===== config.mk =====
export PLATFORM = sky130hd
export DESIGN_NAME = mem1_stage
export DESIGN_NICKNAME = d
export VERILOG_FILES = /design/src/rtl/mem1_pkg.sv /design/src/rtl/mem1_access_align.sv /design/src/rtl/mem1_addr_xlate.sv /design/src/rtl/mem1_exc_detect.sv /design/src/rtl/mem1_llsc_monitor.sv /design/src/rtl/mem1_stage.sv
export SDC_FILE = /design/constraint.sdc
export NUM_CORES = 1
export LEC_CHECK = 0
export ABC_AREA = 1
export BUFFER_PORTS_ARGS = -buffer_cell sky130_fd_sc_hd__buf_2
export CAP_MARGIN = 10
export CORE_AREA = 2 2 104 106
export CTS_CLUSTER_SIZE = 40
export DETAILED_ROUTE_END_ITERATION = 7
export DIE_AREA = 0 0 106 108
export GPL_TIMING_DRIVEN = 0
export MAX_ROUTING_LAYER = met4
export PLACE_DENSITY = 0.88
export SETUP_SLACK_MARGIN = 0.2
export SYNTH_ARGS = -nofsm -noshare
export SYNTH_HDL_FRONTEND = slang
export SYNTH_SLANG_ARGS = --single-unit

===== constraint.sdc =====
create_clock -name clk -period 3.3 [get_ports clk]
set_input_delay 0.495 -clock clk [delete_from_list [all_inputs] [get_ports clk]]
set_output_delay 0.495 -clock clk [all_outputs]
set_load 0.02 [all_outputs]

===== src/rtl/mem1_pkg.sv =====
package mem1_pkg;

    // widths with a meaning of their own
    typedef logic [31:0] vaddr_t;
    typedef logic [31:0] paddr_t;
    typedef logic [31:0] word_t;
    typedef logic [19:0] pfn_t;      // tlb frame number
    typedef logic [2:0]  cattr_t;    // cache attribute, tlb C field or config K0
    typedef logic [3:0]  mem_sel_t;  // access select from decode
    typedef logic [4:0]  exc_code_t; // cause ExcCode field
    typedef logic [3:0]  wstrb_t;
    typedef logic [4:0]  rstrb_t;    // read lane code, see mem1_access_align
    typedef logic [2:0]  acc_size_t;

    // 4 KB pages
    localparam int PAGE_OFFSET_W = 12;

    // top three address bits of the unmapped kernel segments
    localparam logic [2:0] SEG_KSEG0 = 3'b100;
    localparam logic [2:0] SEG_KSEG1 = 3'b101;

    // cacheable noncoherent is the only attribute that goes to the dcache
    localparam cattr_t CATTR_CACHED = 3'd3;

    // exception codes
    localparam exc_code_t EXC_INT  = 5'd0;
    localparam exc_code_t EXC_MOD  = 5'd1;
    localparam exc_code_t EXC_TLBL = 5'd2;
    localparam exc_code_t EXC_TLBS = 5'd3;
    localparam exc_code_t EXC_ADEL = 5'd4;
    localparam exc_code_t EXC_ADES = 5'd5;
    localparam exc_code_t EXC_OV   = 5'd12;
    localparam exc_code_t EXC_TR   = 5'd13;

    // stores, sc uses the SW select
    localparam mem_sel_t SEL_SB  = 4'd0;
    localparam mem_sel_t SEL_SH  = 4'd1;
    localparam mem_sel_t SEL_SW  = 4'd2;
    localparam mem_sel_t SEL_SWL = 4'd3;
    localparam mem_sel_t SEL_SWR = 4'd4;

    // loads, ll uses the LW select
    localparam mem_sel_t SEL_LBU = 4'd5;
    localparam mem_sel_t SEL_LB  = 4'd6;
    localparam mem_sel_t SEL_LHU = 4'd7;
    localparam mem_sel_t SEL_LH  = 4'd8;
    localparam mem_sel_t SEL_LWL = 4'd9;
    localparam mem_sel_t SEL_LWR = 4'd10;
    localparam mem_sel_t SEL_LW  = 4'd11;

    // access size as seen by the cache
    localparam acc_size_t SIZE_BYTE = 3'd0;
    localparam acc_size_t SIZE_HALF = 3'd1;
    localparam acc_size_t SIZE_WORD = 3'd2;

endpackage


===== src/rtl/mem1_access_align.sv =====
`timescale 1ns/1ps

module mem1_access_align (
    input  mem1_pkg::mem_sel_t  dm_sel,
    input  logic [1:0]          byte_off,
    input  mem1_pkg::word_t     store_data,
    output mem1_pkg::wstrb_t    wstrb,
    output mem1_pkg::word_t     wdata,
    output mem1_pkg::rstrb_t    rstrb,
    output mem1_pkg::acc_size_t acc_size
);

    // byte enables
    always_comb begin
        case (dm_sel)
            mem1_pkg::SEL_SB: begin
                case (byte_off)
                    2'b00:   wstrb = 4'b0001;
                    2'b01:   wstrb = 4'b0010;
                    2'b10:   wstrb = 4'b0100;
                    default: wstrb = 4'b1000;
                endcase
            end
            mem1_pkg::SEL_SH: begin
                wstrb = byte_off[1] ? 4'b1100 : 4'b0011;
            end
            mem1_pkg::SEL_SWL: begin // byte 0 up to the offset
                case (byte_off)
                    2'b00:   wstrb = 4'b0001;
                    2'b01:   wstrb = 4'b0011;
                    2'b10:   wstrb = 4'b0111;
                    default: wstrb = 4'b1111;
                endcase
            end
            mem1_pkg::SEL_SWR: begin // offset up to byte 3
                case (byte_off)
                    2'b00:   wstrb = 4'b1111;
                    2'b01:   wstrb = 4'b1110;
                    2'b10:   wstrb = 4'b1100;
                    default: wstrb = 4'b1000;
                endcase
            end
            default: wstrb = 4'b1111; // SW, SC
        endcase
    end

    // store data placed on its lanes
    always_comb begin
        case (dm_sel)
            mem1_pkg::SEL_SB:  wdata = {4{store_data[7:0]}};
            mem1_pkg::SEL_SH:  wdata = {2{store_data[15:0]}};
            mem1_pkg::SEL_SWL: wdata = store_data >> {~byte_off, 3'b000};
            mem1_pkg::SEL_SWR: wdata = store_data << {byte_off, 3'b000};
            default:           wdata = store_data;
        endcase
    end

    // narrow loads: {0, signed, half, offset}
    // lwl/lwr: {1, lane mask}
    always_comb begin
        case (dm_sel)
            mem1_pkg::SEL_LBU: rstrb = {3'b000, byte_off};
            mem1_pkg::SEL_LB:  rstrb = {3'b010, byte_off};
            mem1_pkg::SEL_LHU: rstrb = {3'b001, byte_off[1], 1'b0};
            mem1_pkg::SEL_LH:  rstrb = {3'b011, byte_off[1], 1'b0};
            mem1_pkg::SEL_LWL: begin
                case (byte_off)
                    2'b00:   rstrb = 5'b11000;
                    2'b01:   rstrb = 5'b11100;
                    2'b10:   rstrb = 5'b11110;
                    default: rstrb = 5'b11111;
                endcase
            end
            mem1_pkg::SEL_LWR: begin
                case (byte_off)
                    2'b00:   rstrb = 5'b11111;
                    2'b01:   rstrb = 5'b10111;
                    2'b10:   rstrb = 5'b10011;
                    default: rstrb = 5'b10001;
                endcase
            end
            default: rstrb = 5'b11111; // LW, LL
        endcase
    end

    always_comb begin
        case (dm_sel)
            mem1_pkg::SEL_SB,
            mem1_pkg::SEL_LB,
            mem1_pkg::SEL_LBU: acc_size = mem1_pkg::SIZE_BYTE;
            mem1_pkg::SEL_SH,
            mem1_pkg::SEL_LH,
            mem1_pkg::SEL_LHU: acc_size = mem1_pkg::SIZE_HALF;
            default:           acc_size = mem1_pkg::SIZE_WORD; // partial words move as words
        endcase
    end

endmodule


===== src/rtl/mem1_addr_xlate.sv =====
`timescale 1ns/1ps

module mem1_addr_xlate (
    input  mem1_pkg::vaddr_t vaddr,
    input  logic             req,
    input  mem1_pkg::pfn_t   tlb_pfn,
    input  mem1_pkg::cattr_t tlb_c,
    input  mem1_pkg::cattr_t k0_attr,
    output logic             mapped,
    output mem1_pkg::paddr_t paddr,
    output logic             uncached
);

    logic kseg0;
    logic kseg1;
    logic useg_or_kseg23;

    // kuseg and kseg2/3 go through the tlb
    assign useg_or_kseg23 = ~vaddr[31] | (vaddr[31] & vaddr[30]);
    assign mapped = req & useg_or_kseg23;

    // kseg0/1 just drop the segment bits
    always_comb begin
        if (mapped) begin
            paddr = {tlb_pfn, vaddr[mem1_pkg::PAGE_OFFSET_W-1:0]};
        end else begin
            paddr = {3'b000, vaddr[28:0]};
        end
    end

    assign kseg0 = (vaddr[31:29] == mem1_pkg::SEG_KSEG0);
    assign kseg1 = (vaddr[31:29] == mem1_pkg::SEG_KSEG1);

    // kseg1 is always uncached, kseg0 follows config K0,
    // mapped segments follow the C bits of the matching tlb entry
    always_comb begin
        uncached = 1'b1;
        if (kseg0 && k0_attr == mem1_pkg::CATTR_CACHED) begin
            uncached = 1'b0;
        end else if (!kseg0 && !kseg1 && tlb_c == mem1_pkg::CATTR_CACHED) begin
            uncached = 1'b0;
        end
    end

endmodule


===== src/rtl/mem1_exc_detect.sv =====
`timescale 1ns/1ps

module mem1_exc_detect (
    input  logic                req,
    input  logic                is_load,
    input  logic                is_store,
    input  logic                wr_en,
    input  logic                mapped,
    input  mem1_pkg::vaddr_t    vaddr,
    input  mem1_pkg::vaddr_t    pc,
    input  mem1_pkg::mem_sel_t  dm_sel,
    input  logic                tlb_found,
    input  logic                tlb_v,
    input  logic                tlb_d,
    input  logic                interrupt,
    input  logic                overflow,
    input  logic                trap,
    input  logic                prior_exc,
    input  mem1_pkg::exc_code_t prior_code,
    input  logic                eret_flush,
    output logic                exception,
    output mem1_pkg::exc_code_t exc_code,
    output mem1_pkg::vaddr_t    badvaddr,
    output logic                tlb_refill,
    output logic                flush
);

    logic entry_ok;
    logic tlbl;
    logic tlbs;
    logic tlbmod;
    logic tlb_exc;
    logic ades;
    logic adel;
    logic half_sel;

    // miss and invalid share one code per direction
    assign entry_ok = tlb_found & tlb_v;
    assign tlbl     = mapped & ~wr_en & ~entry_ok;
    assign tlbs     = mapped & wr_en & ~entry_ok;
    assign tlbmod   = mapped & wr_en & entry_ok & ~tlb_d; // page not dirty yet
    assign tlb_exc  = tlbl | tlbs | tlbmod;

    // refill goes to its own vector, so only a real miss counts
    assign tlb_refill = mapped & ~tlb_found & req & ~prior_exc;

    assign half_sel = (dm_sel == mem1_pkg::SEL_LH) || (dm_sel == mem1_pkg::SEL_LHU);

    assign ades = is_store && dm_sel == mem1_pkg::SEL_SH && vaddr[0];
    assign adel = is_load && ((dm_sel == mem1_pkg::SEL_LW && vaddr[1:0] != 2'b00) ||
                              (half_sel && vaddr[0]));

    assign exception = interrupt | prior_exc | overflow | trap | ades | adel | tlb_exc;
    assign flush     = exception | eret_flush;

    // highest priority first
    always_comb begin
        if (interrupt) begin
            exc_code = mem1_pkg::EXC_INT;
            badvaddr = '0;
        end else if (prior_exc) begin
            exc_code = prior_code;
            badvaddr = pc;  // fetch side faults report the pc
        end else if (overflow) begin
            exc_code = mem1_pkg::EXC_OV;
            badvaddr = '0;
        end else if (trap) begin
            exc_code = mem1_pkg::EXC_TR;
            badvaddr = '0;
        end else if (ades) begin
            exc_code = mem1_pkg::EXC_ADES;
            badvaddr = vaddr;
        end else if (adel) begin
            exc_code = mem1_pkg::EXC_ADEL;
            badvaddr = vaddr;
        end else begin
            // tlb tier, also the idle value
            if (tlbl) begin
                exc_code = mem1_pkg::EXC_TLBL;
            end else if (tlbs) begin
                exc_code = mem1_pkg::EXC_TLBS;
            end else begin
                exc_code = mem1_pkg::EXC_MOD;
            end
            badvaddr = vaddr;
        end
    end

endmodule


===== src/rtl/mem1_llsc_monitor.sv =====
`timescale 1ns/1ps

module mem1_llsc_monitor (
    input  logic             clk,
    input  logic             rst_n,
    input  logic             req,
    input  logic             is_store,
    input  logic             is_ll,
    input  logic             is_sc,
    input  logic             flush,
    input  mem1_pkg::vaddr_t vaddr,
    output logic             wr_en,
    output logic             mem_en,
    output logic             sc_result
);

    logic             link_valid;
    mem1_pkg::vaddr_t link_addr;
    logic             sc_pass;  // 1 unless an sc has lost its link

    // any flush (exception or eret) breaks the link
    always_ff @(posedge clk) begin
        if (!rst_n || flush) begin
            link_valid <= 1'b0;
        end else if (is_ll) begin
            link_valid <= 1'b1;
        end
    end

    always_ff @(posedge clk) begin
        if (is_ll) begin
            link_addr <= vaddr;
        end
    end

    assign sc_result = is_sc & link_valid & (link_addr == vaddr);
    assign sc_pass   = ~is_sc | sc_result;

    assign wr_en  = is_store & sc_pass;
    assign mem_en = req & ~flush & sc_pass;

endmodule


===== src/rtl/mem1_stage.sv =====
`timescale 1ns/1ps

module mem1_stage (
    input  logic                clk,
    input  logic                rst_n,
    // access from execute
    input  logic                req,
    input  logic                is_load,
    input  logic                is_store,
    input  logic                is_ll,
    input  logic                is_sc,
    input  mem1_pkg::mem_sel_t  dm_sel,
    input  mem1_pkg::vaddr_t    vaddr,
    input  mem1_pkg::vaddr_t    pc,
    input  mem1_pkg::word_t     store_data,
    // tlb lookup result for vaddr
    input  logic                tlb_found,
    input  logic                tlb_v,
    input  logic                tlb_d,
    input  mem1_pkg::pfn_t      tlb_pfn,
    input  mem1_pkg::cattr_t    tlb_c,
    input  mem1_pkg::cattr_t    k0_attr,
    input  logic                interrupt,
    input  logic                overflow,
    input  logic                trap,
    input  logic                prior_exc,
    input  mem1_pkg::exc_code_t prior_code,
    input  logic                eret_flush,
    output mem1_pkg::paddr_t    paddr,
    output logic                uncached,
    output logic                mem_en,
    output logic                wr_en,
    output mem1_pkg::wstrb_t    wstrb,
    output mem1_pkg::word_t     wdata,
    output mem1_pkg::rstrb_t    rstrb,
    output mem1_pkg::acc_size_t acc_size,
    output logic                exception,
    output mem1_pkg::exc_code_t exc_code,
    output mem1_pkg::vaddr_t    badvaddr,
    output logic                tlb_refill,
    output logic                flush,
    output logic                sc_result
);

    logic mapped;

    mem1_addr_xlate u_xlate (
        .vaddr    (vaddr),
        .req      (req),
        .tlb_pfn  (tlb_pfn),
        .tlb_c    (tlb_c),
        .k0_attr  (k0_attr),
        .mapped   (mapped),
        .paddr    (paddr),
        .uncached (uncached)
    );

    // flush from the exception logic comes back here to drop the link
    mem1_llsc_monitor u_llsc (
        .clk       (clk),
        .rst_n     (rst_n),
        .req       (req),
        .is_store  (is_store),
        .is_ll     (is_ll),
        .is_sc     (is_sc),
        .flush     (flush),
        .vaddr     (vaddr),
        .wr_en     (wr_en),
        .mem_en    (mem_en),
        .sc_result (sc_result)
    );

    mem1_exc_detect u_exc (
        .req        (req),
        .is_load    (is_load),
        .is_store   (is_store),
        .wr_en      (wr_en),
        .mapped     (mapped),
        .vaddr      (vaddr),
        .pc         (pc),
        .dm_sel     (dm_sel),
        .tlb_found  (tlb_found),
        .tlb_v      (tlb_v),
        .tlb_d      (tlb_d),
        .interrupt  (interrupt),
        .overflow   (overflow),
        .trap       (trap),
        .prior_exc  (prior_exc),
        .prior_code (prior_code),
        .eret_flush (eret_flush),
        .exception  (exception),
        .exc_code   (exc_code),
        .badvaddr   (badvaddr),
        .tlb_refill (tlb_refill),
        .flush      (flush)
    );

    mem1_access_align u_align (
        .dm_sel     (dm_sel),
        .byte_off   (paddr[1:0]),
        .store_data (store_data),
        .wstrb      (wstrb),
        .wdata      (wdata),
        .rstrb      (rstrb),
        .acc_size   (acc_size)
    );

endmodule


* Word-level counts from Yosys, hierarchy flattened
Index checks and enable logic that the tools add are counted.
** Storage, ports and cells
- Output and inout bits :: 120
- Input port bits :: 146
- Logic and storage cells :: 102
- Register bits :: 33
** Cells by class
- Multiplexer cells :: 25
- Shift operators :: 2
- Equality and inequality tests :: 17
- Reduce and logical (&&, ||, !) cells :: 19
- Bitwise gates (word level) :: 37
** Operators with widths (count)
- two-way mux 32 bit :: 5
- case mux 32 bit (4 select lines) :: 1
- case mux 4 bit (3 select lines) :: 3
- two-way mux 5 bit :: 7
- equality test 32 bit :: 1
- left shift 32 x 5 -> 32 bit :: 1
- right shift 32 x 5 -> 32 bit :: 1
- case mux 5 bit (6 select lines) :: 1
- case mux 3 bit (3 select lines) :: 2
- bitwise AND 1 bit :: 17
- equality test 4 x 3 -> 1 bit, second input constant :: 4
- equality test 4 bit, second input constant :: 4
- case mux 4 bit (4 select lines) :: 1
- OR 1 bit :: 11
- logical AND 1 bit :: 8
- NOT 1 bit :: 8
- equality test 3 x 2 -> 1 bit, second input constant :: 2
- equality test 3 bit, second input constant :: 2
- OR reduction 3 bit :: 2
- equality test 4 x 1 -> 1 bit, second input constant :: 1
- equality test 4 x 2 -> 1 bit, second input constant :: 1
- logical NOT 4 bit :: 1
- two-way mux 4 bit :: 1
- case mux 2 bit (2 select lines) :: 1
- 9 further kinds :: 14

* Longest topological paths before layout
- Depth in word-level cells :: 14
- Mapped depth :: 16
- Depth with buffers taken out :: 16

* Hierarchy
From an unflattened synthesis, not the netlist that was laid out.
** Second synthesis, totals
- Cells, all modules :: 867
- Area total of the unflattened synthesis :: 4986.0 um^2
** Modules (own cells, without submodules)
- mem1_access_align :: instances 1, seq. area each 0.0 um^2, cells each 435, area an instance 2010.7 um^2
- mem1_llsc_monitor :: instances 1, seq. area each 980.9 um^2, cells each 246, area an instance 1889.3 um^2
- mem1_exc_detect :: instances 1, seq. area each 0.0 um^2, cells each 97, area an instance 633.1 um^2
- mem1_addr_xlate :: instances 1, seq. area each 0.0 um^2, cells each 89, area an instance 452.9 um^2

* Worst setup path before layout
OpenSTA, ideal clock, no wires.
- Path kind :: input -> output
- Start point :: in vaddr[13]
- End point :: out mem_en
- Path slack :: 1.030 ns
- Data required time :: 2.805 ns
- Path buffers :: 0
- Stages :: 13
- Data arrival time :: 1.775 ns
- Path through :: inv_1 -> or2_1 -> nand2_1 -> inv_1 -> nand3_1 -> nor2_1 -> nand3_1 -> nand2_1 -> nand2_1 -> inv_2 -> nand2_2 -> nand3b_2 -> nor2_1
** On the way
- Word-level cells in the longest chain between the ends :: 14
- Elaborated cells between the ends (all ways) :: 18
- Those cells by class :: 1 x eq/ne; 17 x bitwise
** RTL lines
- from (decl) :: RTL line mem1_stage.sv:13 : input mem1_pkg::vaddr_t vaddr,
- equality test 32 bit * :: RTL line mem1_llsc_monitor.sv:36 : assign sc_result = is_sc & link_valid & (link_addr == vaddr);
- bitwise AND 1 bit * :: RTL line mem1_llsc_monitor.sv:36
- OR 1 bit * :: RTL line mem1_llsc_monitor.sv:37 : assign sc_pass = ~is_sc | sc_result;
- bitwise AND 1 bit * :: RTL line mem1_llsc_monitor.sv:39 : assign wr_en = is_store & sc_pass;
- named net wr_en :: RTL line mem1_stage.sv:32 : output logic wr_en,
- NOT 1 bit :: RTL line mem1_exc_detect.sv:39 : assign tlbl = mapped & ~wr_en & ~entry_ok;
- bitwise AND 1 bit (2 in series) :: RTL line mem1_exc_detect.sv:39
- OR 1 bit :: RTL line mem1_exc_detect.sv:42 : assign tlb_exc = tlbl | tlbs | tlbmod;
- OR 1 bit * :: RTL line mem1_exc_detect.sv:42
- OR 1 bit * :: RTL line mem1_exc_detect.sv:53 : assign exception = interrupt | prior_exc | overflow | trap | ades | adel | tlb_exc;
- OR 1 bit * :: RTL line mem1_exc_detect.sv:54 : assign flush = exception | eret_flush;
- named net flush :: RTL line mem1_stage.sv:41 : output logic flush,
- NOT 1 bit * :: RTL line mem1_llsc_monitor.sv:40 : assign mem_en = req & ~flush & sc_pass;
- bitwise AND 1 bit * (2 in series) :: RTL line mem1_llsc_monitor.sv:40
- to (decl) :: RTL line mem1_stage.sv:31 : output logic mem_en,
Mark *: on every way through the listed nets, which the timed path passes. The rest lies on a longest branch.

* Worst setup path in the final report
- Start point :: in dm_sel[3]
- End point :: out wdata[29]
** On the way
- Word-level cells in the longest chain between the ends :: 2
- Elaborated cells between the ends (all ways) :: 5
- Those cells by class :: 3 x eq/ne; 1 x mux; 1 x reduce/logical
** RTL lines
- from (decl) :: RTL line mem1_stage.sv:12 : input mem1_pkg::mem_sel_t dm_sel,
- equality test 4 x 3 -> 1 bit (tied with other cells) :: RTL line mem1_access_align.sv:49 : case (dm_sel)
- case mux 32 bit (4 select lines) * :: RTL line mem1_access_align.sv:49
- to (decl) :: RTL line mem1_stage.sv:34 : output mem1_pkg::word_t wdata,
Every way passes the cells marked *; elsewhere a longest branch is shown, timed or not.

==> reports/qor.txt <==
Status -> finished clean
PwrDens -> 285 mW/mm2
Largest vdd supply drop -> 0.218 mV
Std-Cell Rows -> 37
Layout overhead on the synthesized area -> 37.5%
Skew final -> 0.00708 ns
Average cell area after synthesis -> 6.00 um2
Reg2Reg Launch Point -> u_llsc.link_addr[12]
Yosys warnings -> 0
Top cells by area, synth -> sky130_fd_sc_hd__edfxtp_1 22%, sky130_fd_sc_hd__nand2_1 19%, sky130_fd_sc_hd__inv_1 9.4%
Yosys cell types -> 49
Number of pins with negative max-slew slack in the final report -> 0
First DRT Iteration DRCs -> 386
Boundary pin count -> 266
Number of enable flip-flop cells after synthesis -> 32
Initial Util -> 0.419
Routed Wire Length -> 18,200 um
Core region area -> 0.0102 mm2
Reg-to-reg slack, setup -> 1.57 ns
Synthesized netlist cell count -> 715
Reported max-cap violation count -> 0
Gpl congestion -> 1.00
Clock tree from TritonCTS -> built
Number of H-tree levels -> 2
Final worst hold slack -> 0.386 ns
Die area -> 0.0114 mm2
Share of the cycle needed by the critical path after routing -> 0.825
Syn Nets -> 861
Net count of the finished layout -> 1,132
Number of global-route vias before repair -> 5,579
Max Freq -> 367 MHz
Capture point of the worst reg-to-reg path -> u_llsc.link_valid
Maximum root-to-sink buffer count -> 2
Maximum number of pins on one net before global-route repair -> 34
Class of the most critical hold timing path -> in -> reg
Combined global-route utilization of all metal layers -> 0.309
DR DRC count -> 0
Switching power total -> 0.000692 W
Input/output buffers -> 264
Register area share after synthesis -> 0.229
Data arrival time of the critical path -> 2.23 ns
Hold-fix buffer count after cts -> 0
Setup_tns -> 0 ns
Die H -> 108 um
Slew headroom -> 0.480
Number of clock buffers inserted by TritonCTS -> 5
Worst-path clk slew -> 0.07 ns
Kind of launch point of the worst setup path -> input pin
Wire length of the first global-routing pass -> 27,100 um
Final hold viol count -> 0
Overall Power -> 0.00168 W
Proportion of power drawn by combinational gates -> 0.466
Sinks on the clock net -> 33
Capture endpoint of the worst hold path -> u_llsc.link_addr[13]
Clock latency at the later pin of the worst-skew pair -> 0.30 ns
Placement-stage cell area -> 0.00578 mm2
Most area-hungry cell type in the Yosys netlist -> sky130_fd_sc_hd__edfxtp_1
Quantity of gates resized following cts -> 0
Most used DFF post-synth -> sky130_fd_sc_hd__edfxtp_1
Post-Place Worst Slack -> 0.608 ns
Category of the worst setup path capture point -> output port
Sw Ratio -> 0.412
Remaining number of nets flagged by the antenna check after routing -> 0
X dimension of the die -> 106 um
Worst Setup Path Type -> in -> out
Final critical-path required period -> 2.72 ns
Share of total power in sequential cells -> 0.305
Fraction of registers with async set or reset after synthesis -> 0
Vias per cell -> 5.36
Final Instance Area -> 0.00589 mm2
Number of setup violations in the final report -> 0
Detailed-routing iteration count for the pre-antenna-repair pass -> 5
Number of antenna violations at the first check in global routing -> 2
Synthesized flop and latch total -> 33
Post-synthesis instance area -> 0.00429 mm2
Post-layout worst setup margin -> 0.578 ns
Cell depth of the worst min-delay path -> 1
Estimated wirelength of the detail-placed design -> 14,900 um
Internal power -> 0.000988 W
Vias -> 6,030
Routed length per placed instance -> 16.2 um
Required time reported for the critical path endpoint -> 2.80 ns
FF-to-FF path depth -> 10
Proportion of layout cells with a drive suffix above 1 -> 0.339
Clock root buffer -> sky130_fd_sc_hd__clkbuf_8
Clock network fraction of total power -> 0.229
CP max FO -> 10
Worst hold path startpoint -> vaddr[13]
Congestion Overflow GR -> 0
Worst Max-Slew Pin Slew -> 0.778 ns
Leakage component of the power -> 3.19 nW
Synth top area share -> 0.224
Unrepaired setup endpoints after global routing -> false
Post-CTS Setup Repair Bufs -> 0
cell usage after synthesis, types with 10 or more instances:
master                      number
sky130_fd_sc_hd__nand2_1       213
sky130_fd_sc_hd__inv_1         107
sky130_fd_sc_hd__o21ai_0        74
sky130_fd_sc_hd__nor2_1         66
sky130_fd_sc_hd__a21oi_1        32
sky130_fd_sc_hd__edfxtp_1       32
sky130_fd_sc_hd__nand3_1        21
sky130_fd_sc_hd__o22ai_1        18
sky130_fd_sc_hd__buf_4          14
sky130_fd_sc_hd__buf_2          13
sky130_fd_sc_hd__inv_2          12
sky130_fd_sc_hd__o2111ai_1      11
sky130_fd_sc_hd__o211ai_1       11
sky130_fd_sc_hd__nor3_1         10
registers in the layout, indices dropped and copies added (netlist names):
signal             cells
u_llsc.link_valid      1
u_llsc.link_addr      32
power groups by stage:
stage	sequential (W)	clock [W]	combinational (W)
2_1_floorplan	0.000518	0	0.000459
3_3_place_gp	0.000519	0	0.000767
3_5_place_dp	0.000521	0	0.000772
4_1_cts	0.000512	0.000383	0.000776
5_1_grt	0.000517	0.000397	0.000847
6_report	0.000512	0.000385	0.000783
cells by family (layout without fill, tap and decap cells):
group	Yosys count	after routing	synth area share
multiplexers	3	3	0.00759
AO/OA/AOI/OAI	173	173	0.247
XOR/XNOR	6	6	0.0123
other	1	3	0.000875
AND/OR/NAND/NOR	342	342	0.348
buffers and inverters	157	429	0.156
flip-flops	33	33	0.229
layout by cell type (no fill, tap or decap), drive strengths merged, types with 13 or more instances in the layout:
cell type	n
a21oi	32
buf	293
clkbuf	13
edfxtp	32
inv	120
nand2	218
nand3	21
nor2	77
o21ai	76
o22ai	18
worst max-delay path by stage:
stage	from	to	slack [ns]
6_report	dm_sel[3]	wdata[29]	0.58
3_5_place_dp	overflow	badvaddr[27]	0.61
5_1_grt	dm_sel[3]	wdata[5]	0.43
2_1_floorplan	vaddr[13]	mem_en	1.03
4_1_cts	overflow	badvaddr[27]	0.60
3_3_place_gp	overflow	badvaddr[27]	0.63
routing by layer:
layer	part of all wire	GRT usage	wire (um)	vias to the layer above
met2	0.52	0.584	9430	339
met3	0.082	0.0319	1500	51
met5	0	-	0	-
met4	0.038	0.128	686	0
li1	-	-	-	2906
met1	0.36	0.331	6620	2734
area by class of cell:
cell class,count,area [um2]
fillers,1079,4340
multi-input cells,525,2640
well taps,136,170
repair buffers,264,1320
inverters,120,453
clock buffers,5,68.8
plain buffers,37,215
flip-flops and latches,33,981
clock inverters,3,41.3
diodes,2,5.00
worst max-delay path, cell delays in order:
cell and delay, ns:
sky130_fd_sc_hd__buf_2 0.11, sky130_fd_sc_hd__inv_1 0.10, sky130_fd_sc_hd__nand2_4 0.09, sky130_fd_sc_hd__nor2_4 0.28, sky130_fd_sc_hd__inv_2 0.16, sky130_fd_sc_hd__nor2_4 0.21, sky130_fd_sc_hd__inv_1 0.19, sky130_fd_sc_hd__o22ai_1 0.19
sky130_fd_sc_hd__nor2_1 0.05, sky130_fd_sc_hd__o21ai_0 0.12, sky130_fd_sc_hd__buf_2 0.22
metrics by stage:
| step | utilization | cells |
|---|---|---|
| after detailed placement | 0.565 | 1115 |
| after floorplan | - | 715 |
| after global routing | 0.576 | 1125 |
| after CTS | 0.576 | 1123 |
| final | 0.576 | 1125 |
| after global placement | 0.565 | 1115 |
Note: power is estimated with default switching activity, not from simulation.
